**src/mul_cfg_pkg.sv**
```systemverilog
`default_nettype none

package mul_cfg_pkg;

    // Operand and product widths.
    localparam int op_w   = 16;
    localparam int prod_w = 2 * op_w;

    // Top-level split of each operand at bit 13.
    localparam int hi_w = 3;
    localparam int lo_w = op_w - hi_w;

    // Second split inside the 13x13 product.
    localparam int sub_hi_w = 11;
    localparam int sub_lo_w = lo_w - sub_hi_w;

    // Partial product widths at the top level.
    localparam int hh_w    = 2 * hi_w;
    localparam int cross_w = hi_w + lo_w;
    localparam int ll_w    = 2 * lo_w;

    // Combine operands for the final addition.
    localparam int op1_w = hh_w + lo_w;
    localparam int op2_w = cross_w + 1;       // Cross sum carry.

    // Partial product widths inside the 13x13 block.
    localparam int sub_hh_w    = 2 * sub_hi_w;
    localparam int sub_cross_w = sub_hi_w + sub_lo_w;
    localparam int sub_ll_w    = 2 * sub_lo_w;
    localparam int sub_op1_w   = sub_hh_w + sub_lo_w;

    // Input to output latency in cycles.
    localparam int pipe_lat = 3;

endpackage

`default_nettype wire

```
**src/mul_types_pkg.sv**
```systemverilog
`default_nettype none

package mul_types_pkg;

    // Operand pair.
    typedef struct packed {
        logic [mul_cfg_pkg::op_w-1:0] a;
        logic [mul_cfg_pkg::op_w-1:0] b;
    } operand_t;

    // Partial products after the first stage.
    typedef struct packed {
        logic [mul_cfg_pkg::hh_w-1:0]    p_hh;   // High a times high b.
        logic [mul_cfg_pkg::cross_w-1:0] p_hl;   // High a times low b.
        logic [mul_cfg_pkg::cross_w-1:0] p_lh;   // Low a times high b.
        logic [mul_cfg_pkg::ll_w-1:0]    p_ll;   // Low a times low b.
    } pp_t;

    // Operands for the final addition.
    typedef struct packed {
        logic [mul_cfg_pkg::op1_w-1:0] op1;      // p_hh over upper half of p_ll.
        logic [mul_cfg_pkg::op2_w-1:0] op2;      // Cross sum.
        logic [mul_cfg_pkg::lo_w-1:0]  ll_low;   // Passes to the result as is.
    } comb_t;

endpackage

`default_nettype wire

```
**src/cross_add_stage.sv**
```systemverilog
`timescale 1ns/1ps
`default_nettype none

module cross_add_stage (
    input  logic               clk,
    input  logic               rst,
    input  logic               pp_valid,
    input  mul_types_pkg::pp_t pp_data,
    output logic               cb_valid,
    output mul_types_pkg::comb_t cb_data
);

    mul_types_pkg::comb_t cb_next;

    assign cb_next.op2    = {1'b0, pp_data.p_hl} + {1'b0, pp_data.p_lh};
    assign cb_next.op1    = {pp_data.p_hh,
                             pp_data.p_ll[mul_cfg_pkg::ll_w-1:mul_cfg_pkg::lo_w]};
    assign cb_next.ll_low = pp_data.p_ll[mul_cfg_pkg::lo_w-1:0];  // Final result bits.

    always_ff @(posedge clk) begin
        if (rst) begin
            cb_valid <= 1'b0;
        end else begin
            cb_valid <= pp_valid;
        end
    end

    always_ff @(posedge clk) begin
        if (pp_valid) begin
            cb_data <= cb_next;
        end
    end

endmodule

`default_nettype wire

```
**src/final_add_stage.sv**
```systemverilog
`timescale 1ns/1ps
`default_nettype none

module final_add_stage (
    input  logic                             clk,
    input  logic                             rst,
    input  logic                             cb_valid,
    input  mul_types_pkg::comb_t             cb_data,
    output logic                             out_valid,
    output logic [mul_cfg_pkg::prod_w-1:0]   product
);

    logic [mul_cfg_pkg::op1_w-1:0] sum;

    // Carry out of bit 18 lies above 32 bits.
    assign sum = cb_data.op1
               + {{(mul_cfg_pkg::op1_w - mul_cfg_pkg::op2_w){1'b0}}, cb_data.op2};

    always_ff @(posedge clk) begin
        if (rst) begin
            out_valid <= 1'b0;
        end else begin
            out_valid <= cb_valid;
        end
    end

    always_ff @(posedge clk) begin
        if (cb_valid) begin
            product <= {sum, cb_data.ll_low};
        end
    end

endmodule

`default_nettype wire

```
**src/mul16_pipe.sv**
```systemverilog
`timescale 1ns/1ps
`default_nettype none

module mul16_pipe (
    input  logic                           clk,
    input  logic                           rst,
    input  logic                           in_valid,
    input  mul_types_pkg::operand_t        in_ops,
    output logic                           out_valid,
    output logic [mul_cfg_pkg::prod_w-1:0] product
);

    logic                 pp_valid;
    mul_types_pkg::pp_t   pp_data;
    logic                 cb_valid;
    mul_types_pkg::comb_t cb_data;

    // Partial products.
    pp_stage u_pp_stage (
        .clk      (clk),
        .rst      (rst),
        .in_valid (in_valid),
        .in_ops   (in_ops),
        .pp_valid (pp_valid),
        .pp_data  (pp_data)
    );

    // Cross-term addition.
    cross_add_stage u_cross_add_stage (
        .clk      (clk),
        .rst      (rst),
        .pp_valid (pp_valid),
        .pp_data  (pp_data),
        .cb_valid (cb_valid),
        .cb_data  (cb_data)
    );

    // Final addition.
    final_add_stage u_final_add_stage (
        .clk       (clk),
        .rst       (rst),
        .cb_valid  (cb_valid),
        .cb_data   (cb_data),
        .out_valid (out_valid),
        .product   (product)
    );

endmodule

`default_nettype wire

```
**src/nr_mul.sv**
```systemverilog
`timescale 1ns/1ps
`default_nettype none

module nr_mul #(
    parameter int a_w = 8,
    parameter int b_w = 8
) (
    input  logic [a_w-1:0]     a,
    input  logic [b_w-1:0]     b,
    output logic [a_w+b_w-1:0] p
);

    logic [a_w+b_w-1:0] a_ext;
    logic [a_w+b_w-1:0] acc;

    assign a_ext = {{b_w{1'b0}}, a};     // Room for every shift.

    // One shifted copy of a per set bit of b.
    always_comb begin
        acc = '0;
        for (int i = 0; i < b_w; i++) begin
            if (b[i]) begin
                acc = acc + (a_ext << i);
            end
        end
    end

    assign p = acc;

endmodule

`default_nettype wire

```
**src/pp_stage.sv**
```systemverilog
`timescale 1ns/1ps
`default_nettype none

module pp_stage (
    input  logic                    clk,
    input  logic                    rst,
    input  logic                    in_valid,
    input  mul_types_pkg::operand_t in_ops,
    output logic                    pp_valid,
    output mul_types_pkg::pp_t      pp_data
);

    logic [mul_cfg_pkg::hi_w-1:0] a_h;
    logic [mul_cfg_pkg::hi_w-1:0] b_h;
    logic [mul_cfg_pkg::lo_w-1:0] a_l;
    logic [mul_cfg_pkg::lo_w-1:0] b_l;
    mul_types_pkg::pp_t           pp_next;

    // Split both operands at bit 13.
    assign a_h = in_ops.a[mul_cfg_pkg::op_w-1:mul_cfg_pkg::lo_w];
    assign b_h = in_ops.b[mul_cfg_pkg::op_w-1:mul_cfg_pkg::lo_w];
    assign a_l = in_ops.a[mul_cfg_pkg::lo_w-1:0];
    assign b_l = in_ops.b[mul_cfg_pkg::lo_w-1:0];

    nr_mul #(.a_w(mul_cfg_pkg::hi_w), .b_w(mul_cfg_pkg::hi_w))
        u_hh (.a(a_h), .b(b_h), .p(pp_next.p_hh));
    nr_mul #(.a_w(mul_cfg_pkg::hi_w), .b_w(mul_cfg_pkg::lo_w))
        u_hl (.a(a_h), .b(b_l), .p(pp_next.p_hl));
    nr_mul #(.a_w(mul_cfg_pkg::lo_w), .b_w(mul_cfg_pkg::hi_w))
        u_lh (.a(a_l), .b(b_h), .p(pp_next.p_lh));

    rr13_mul u_ll (
        .a (a_l),
        .b (b_l),
        .p (pp_next.p_ll)
    );

    always_ff @(posedge clk) begin
        if (rst) begin
            pp_valid <= 1'b0;
        end else begin
            pp_valid <= in_valid;
        end
    end

    // Holds the last accepted pair.
    always_ff @(posedge clk) begin
        if (in_valid) begin
            pp_data <= pp_next;
        end
    end

endmodule

`default_nettype wire

```
**src/rr13_mul.sv**
```systemverilog
`timescale 1ns/1ps
`default_nettype none

module rr13_mul (
    input  logic [mul_cfg_pkg::lo_w-1:0] a,
    input  logic [mul_cfg_pkg::lo_w-1:0] b,
    output logic [mul_cfg_pkg::ll_w-1:0] p
);

    logic [mul_cfg_pkg::sub_hi_w-1:0]    a_h;
    logic [mul_cfg_pkg::sub_hi_w-1:0]    b_h;
    logic [mul_cfg_pkg::sub_lo_w-1:0]    a_l;
    logic [mul_cfg_pkg::sub_lo_w-1:0]    b_l;
    logic [mul_cfg_pkg::sub_hh_w-1:0]    p_hh;
    logic [mul_cfg_pkg::sub_cross_w-1:0] p_hl;
    logic [mul_cfg_pkg::sub_cross_w-1:0] p_lh;
    logic [mul_cfg_pkg::sub_ll_w-1:0]    p_ll;
    logic [mul_cfg_pkg::sub_cross_w:0]   cross_sum;
    logic [mul_cfg_pkg::sub_op1_w-1:0]   op1;
    logic [mul_cfg_pkg::sub_op1_w-1:0]   sum;

    assign a_h = a[mul_cfg_pkg::lo_w-1:mul_cfg_pkg::sub_lo_w];
    assign b_h = b[mul_cfg_pkg::lo_w-1:mul_cfg_pkg::sub_lo_w];
    assign a_l = a[mul_cfg_pkg::sub_lo_w-1:0];
    assign b_l = b[mul_cfg_pkg::sub_lo_w-1:0];

    nr_mul #(.a_w(mul_cfg_pkg::sub_hi_w), .b_w(mul_cfg_pkg::sub_hi_w))
        u_hh (.a(a_h), .b(b_h), .p(p_hh));
    nr_mul #(.a_w(mul_cfg_pkg::sub_hi_w), .b_w(mul_cfg_pkg::sub_lo_w))
        u_hl (.a(a_h), .b(b_l), .p(p_hl));
    nr_mul #(.a_w(mul_cfg_pkg::sub_lo_w), .b_w(mul_cfg_pkg::sub_hi_w))
        u_lh (.a(a_l), .b(b_h), .p(p_lh));
    nr_mul #(.a_w(mul_cfg_pkg::sub_lo_w), .b_w(mul_cfg_pkg::sub_lo_w))
        u_ll (.a(a_l), .b(b_l), .p(p_ll));

    assign cross_sum = {1'b0, p_hl} + {1'b0, p_lh};
    assign op1       = {p_hh, p_ll[mul_cfg_pkg::sub_ll_w-1:mul_cfg_pkg::sub_lo_w]};

    // Exact product never overflows the op1 width.
    assign sum = op1 + {{(mul_cfg_pkg::sub_op1_w - mul_cfg_pkg::sub_cross_w - 1){1'b0}},
                        cross_sum};

    assign p = {sum, p_ll[mul_cfg_pkg::sub_lo_w-1:0]};

endmodule

`default_nettype wire
```
**config.mk**
```make
export PLATFORM = sky130hd
export DESIGN_NAME = mul16_pipe
export DESIGN_NICKNAME = d
export VERILOG_FILES = /design/src/mul_cfg_pkg.sv /design/src/mul_types_pkg.sv /design/src/cross_add_stage.sv /design/src/final_add_stage.sv /design/src/mul16_pipe.sv /design/src/nr_mul.sv /design/src/pp_stage.sv /design/src/rr13_mul.sv
export SDC_FILE = /design/constraint.sdc
export NUM_CORES = 1
export LEC_CHECK = 0
export BUFFER_PORTS_ARGS = -buffer_cell sky130_fd_sc_hd__buf_2
export CORE_MARGIN = 10
export CORE_UTILIZATION = 55
export DETAILED_ROUTE_END_ITERATION = 10
export MAX_ROUTING_LAYER = met4
export PLACE_DENSITY = 0.74
export SKIP_LAST_GASP = 1
export SLEW_MARGIN = 25
export SYNTH_ARGS = -nofsm -noshare
export SYNTH_HDL_FRONTEND = slang
export SYNTH_SLANG_ARGS = --single-unit
```
**constraint.sdc**
```tcl
create_clock -name clk -period 30.8 [get_ports clk]
set_clock_uncertainty 0.05 [all_clocks]
set_input_delay 6.16 -clock clk [delete_from_list [all_inputs] [get_ports clk]]
set_output_delay 6.16 -clock clk [all_outputs]
set_load 0.005 [all_outputs]
```
After elaboration in Yosys (flattened, before gate mapping)

Cells that the tools add are included.

Muxes and demuxes: 45
Add/sub/neg operators: 42

Operators by type and width:

| cell             | count |
|---|---|
| $mux 16          | 14 |
| $mux 22          | 10 |
| $mux 13          | 11 |
| $add 16x14->16   | 2 |
| $add 16x15->16   | 2 |
| $add 24x14->24   | 1 |
| $add 22x12->22   | 1 |
| $add 22x13->22   | 1 |
| $add 22x14->22   | 1 |
| $add 22x15->22   | 1 |
| $add 22x16->22   | 1 |
| $add 22x17->22   | 1 |
| $add 22x18->22   | 1 |
| $add 22x19->22   | 1 |
| $add 22x20->22   | 1 |
| $add 22x21->22   | 1 |
| $mux 11          | 2 |
| $add 19x17->19   | 1 |
| $add 16x16->17   | 1 |
| $add 16x10->16   | 1 |
| $add 16x11->16   | 1 |
| $add 16x12->16   | 1 |
| $add 16x13->16   | 1 |
| $add 16x4->16    | 1 |
| other kinds (23) | 28 |

Bits in registers: 148

Depth between registers and ports, before layout

Word-level depth: 25
Mapped depth: 79
Gate-level depth less buffers: 77

Hierarchy

Synthesis repeated with hierarchy kept, for this count alone.

Cell total of the unflattened synthesis: 2072
Area total of the unflattened synthesis: 18586.6 um^2

By module, submodules not included:

| module                         | seq. area each (um^2) | cells an instance | instances | area an instance (um^2) |
|---|---|---|---|---|
| nr_mul at u_pp_stage.u_ll.u_hh | 0.0                   | 935               | 1         | 6561.3 |
| cross_add_stage                | 1491.4                | 149               | 1         | 2250.9 |
| pp_stage                       | 1941.9                | 66                | 1         | 1955.6 |
| final_add_stage                | 980.9                 | 141               | 1         | 1804.2 |
| nr_mul at u_pp_stage.u_lh      | 0.0                   | 237               | 1         | 1616.6 |
| nr_mul at u_pp_stage.u_hl      | 0.0                   | 194               | 1         | 1597.8 |
| rr13_mul                       | 0.0                   | 137               | 1         | 1157.4 |
| nr_mul at u_pp_stage.u_ll.u_lh | 0.0                   | 87                | 1         | 700.7 |
| nr_mul at u_pp_stage.u_ll.u_hl | 0.0                   | 86                | 1         | 630.6 |
| nr_mul at u_pp_stage.u_hh      | 0.0                   | 33                | 1         | 247.7 |
| nr_mul at u_pp_stage.u_ll.u_ll | 0.0                   | 7                 | 1         | 63.8 |

Worst setup path after synthesis

No wires, ideal clock.

Kind: input-to-reg
From: in in_ops[2] in the netlist's numbering
To: reg, netlist name u_pp_stage.pp_data[24]
Arrival time: 19.320 ns
Slack: 11.158 ns
Stages: 71
Cells stage by stage: buf_4 clkbuf_1 clkinv_1 nor2_1 ha_1 inv_1 fa_1 nand2b_1 a21oi_1 o21ai_2 and3_1 or4_1 nand2_1 ha_1 and2_1 a22oi_1 nand2_1 a211oi_1 [35 not listed] a21o_1 a41oi_1 mux2_2 o311ai_0 ha_1 a21o_1 o21a_1 or2_1 a21oi_1 ha_1 nand2_1 o41ai_1 xnor2_1 nor2_1 a211o_1 nand3_1 nor4_1 xor2_1

RTL lines:

| item        | RTL line        | text |
|---|---|---|
| from (decl) | mul16_pipe.sv:8 | `input mul_types_pkg::operand_t in_ops,` |

==> results.py <==
metrics = {
    "layout": {
        "final_core_util_pct": 60.0,
        "drive_above_1_share_pct": 10.8,
        "nNetsFinal": 2279,
        "synthToLayoutAreaGrowth_pct": 7.46,
        "fill_cells": 2720,
        "diodes": 0,
    },
    "clock_network": {
        "cts_hold_buffers": 0,
        "clk_pin_slew_worst_paths_ps": 60,
        "cts_buffers": 17,
        "cts.root.buffer_cell": "clkbuf_16",
        "cts-resized-gates": 0,
        "cts_buffer_depth": 2,
        "tritoncts": "yes",
        "clkSinkCount": 148,
        "h-tree-depth": 4,
        "insertion_delay_ps": 430,
        "post_cts_buffers": 0,
    },
    "die": {
        "row_count": 65,
        "core-area_sq_um": 31600,
        "ios": 68,
        "die_y_um": 199,
        "dieArea_sq_um": 39600,
        "chipWidth_um": 199,
        "start_util_pct": 55.9,
    },
    "setup_path": {
        "critPathCaptureType": "flop",
        "crit_type": "in -> reg",
        "slowest_stage": "nor4_1",
        "crit_top_cell": "ha_1",
        "r2r_slack_ps": 27650,
        "cp-start-kind": "primary input",
        "cpLargestDelayFamily": "compound AO/OA/AOI/OAI gates",
        "cp_max_fo": 17,
        "crit_path_max_incr_delay_ps": 760,
        "crit_required_ps": 30920,
        "cp.arrival_ps": 21290,
        "crit_buf_inv": 4,
    },
    "placed_design": {
        "hpwl_um": 33400,
        "port_buffers": 67,
        "gp_congestion": 0.945,
    },
    "pwr": {
        "ir_worst_vdd_uv": 47.5,
        "leakage_nw": 8.31,
        "powerDensity_nw_per_um2": 91.2,
    },
    "yosys": {
        "netlist_top_cells_count": "ha_1, edfxtp_1, nor2_1, nand2_1, a21oi_1",
        "ys.flop_type": "edfxtp_1",
        "yosysTopAreaCell": "edfxtp_1",
        "syn_area_per_cell_sq_um": 9.26,
        "syn_inst": 1904,
        "synth-edff-count": 145,
        "synthDistinctLibCells": 97,
        "syn_area_sq_um": 17600,
        "synth_fp_nets": 2236,
        "synth_top_area_share_pct": 24.7,
        "synth_most_common_cell": "ha_1",
        "yosysWarnings": 0,
        "yosys-top-cells-area": "edfxtp_1, ha_1, fa_1",
        "ys_ff_latch": 148,
        "synthArstFlopShare_pct": 0,
        "seq_area_frac_synth_pct": 25.0,
    },
    "sta": {
        "hold_viol_final": 0,
        "fin_crit_ps": 21170,
        "rsz0062_at_grt": "false",
        "timing.hold.ws_ps": 365,
        "max_slew_margin_pct": 42.0,
        "slew_viol_final": 0,
        "max_freq_mhz": 47.2,
        "worst_pin_slew_ps": 861,
        "setup-tns-final_ps": 0,
        "fin_crit_sh_pct": 68.7,
        "setup_viol": 0,
    },
    "route": {
        "ant_nets": 0,
        "dr_total_vias": 14486,
        "via_per_inst": 6.13,
        "first_pass_iters": 5,
        "detail_route.iter0.violations": 966,
        "wl_um": 43800,
        "drc_errors": 0,
        "wl_per_cell_um": 18.6,
    },
    "run_status": {
        "outcome": "complete, no violations",
    },
    "grt": {
        "antenna_found_initial": 0,
        "overflow": 0,
        "first_global_vias": 14566,
        "grt_max_degree": 66,
        "grt_use_total_pct": 23.1,
        "grt_first_pass_wirelength_um": 72600,
    },
    "min_path": {
        "min_path_type": "reg -> reg",
    },
    "flow_run": {
        "max-cap-violations": 0,
    },
}
## where the power goes
group / switching (mW) / internal (mW)
registers: 0.0142 / 0.295
logic: 0.680 / 0.523
clock network: 0.0798 / 0.134
total: 0.774 / 0.952
## kinds of logic after synthesis
kind of cell	Yosys count	synth area share (%)
buffers and inverters	168	3.61
multiplexers	99	6.19
XOR/XNOR	143	7.11
adder cells (fa/ha/maj)	298	23.4
flip-flops	148	25.0
AO/OA/AOI/OAI	521	20.1
AND/OR/NAND/NOR	527	14.6
## path summary, 6_finish.rpt
| path | to | cells after the start | from |
|---|---|---|---|
| hold / removal | u_final_add_stage.product[1] | 0 | u_cross_add_stage.cb_data[1] |
| hold reg to reg | u_final_add_stage.product[1] | 0 | u_cross_add_stage.cb_data[1] |
| setup reg to reg | u_final_add_stage.product[30] | 11 | u_cross_add_stage.cb_data[14] |
| setup / recovery | u_pp_stage.pp_data[24] | 68 | in_ops[19] |
## cell usage in the layout, fill, tap and decap left out, types with 58 or more instances in the layout
cell / n
ha_1: 245
nor2_1: 145
edfxtp_1: 145
nand2_1: 140
a21oi_1: 139
inv_1: 116
xnor2_1: 101
mux2_2: 77
o21ai_0: 71
buf_2: 67
and2_1: 59
a21o_1: 58
## cell type report
type                            count  area (sq um)  area share (%)
Multi-Input combinational cell   1588         12600            66.4
Sequential cell                   148          4420            23.3
Tap cell                          402           503            2.66
Clock buffer                       21           470            2.48
Inverter                          119           447            2.36
Timing Repair Buffer               73           380            2.01
Clock inverter                     11           150           0.793
## metal layers
layer  GRT usage [%]  up-vias  wire [um]
met5               -        -          0
met2            39.6      399      21400
met1            28.1     6910      19500
li1                -     7094          -
met4            7.37        0       1110
met3            2.42       83       1930
## stage by stage
step / cell area [sq um] / total power, mW / instances / worst slack (ps)
after floorplan: 17600 / 1.25 / 1904 / 11160
after global placement: 18300 / 1.46 / 2330 / 9820
after detailed placement: 18300 / 1.49 / 2330 / 9300
after CTS: 18900 / 1.72 / 2362 / 9720
after global routing: 18900 / 1.88 / 2362 / 8190
final: 18900 / 1.73 / 2362 / 9630
## state kept, by name (all words and copies together) (netlist names)
register	cells
u_pp_stage.pp_valid	1
u_final_add_stage.product	32
u_cross_add_stage.cb_data	49
u_final_add_stage.out_valid	1
u_cross_add_stage.cb_valid	1
u_pp_stage.pp_data	64
Note: power is estimated with default switching activity, not from simulation.
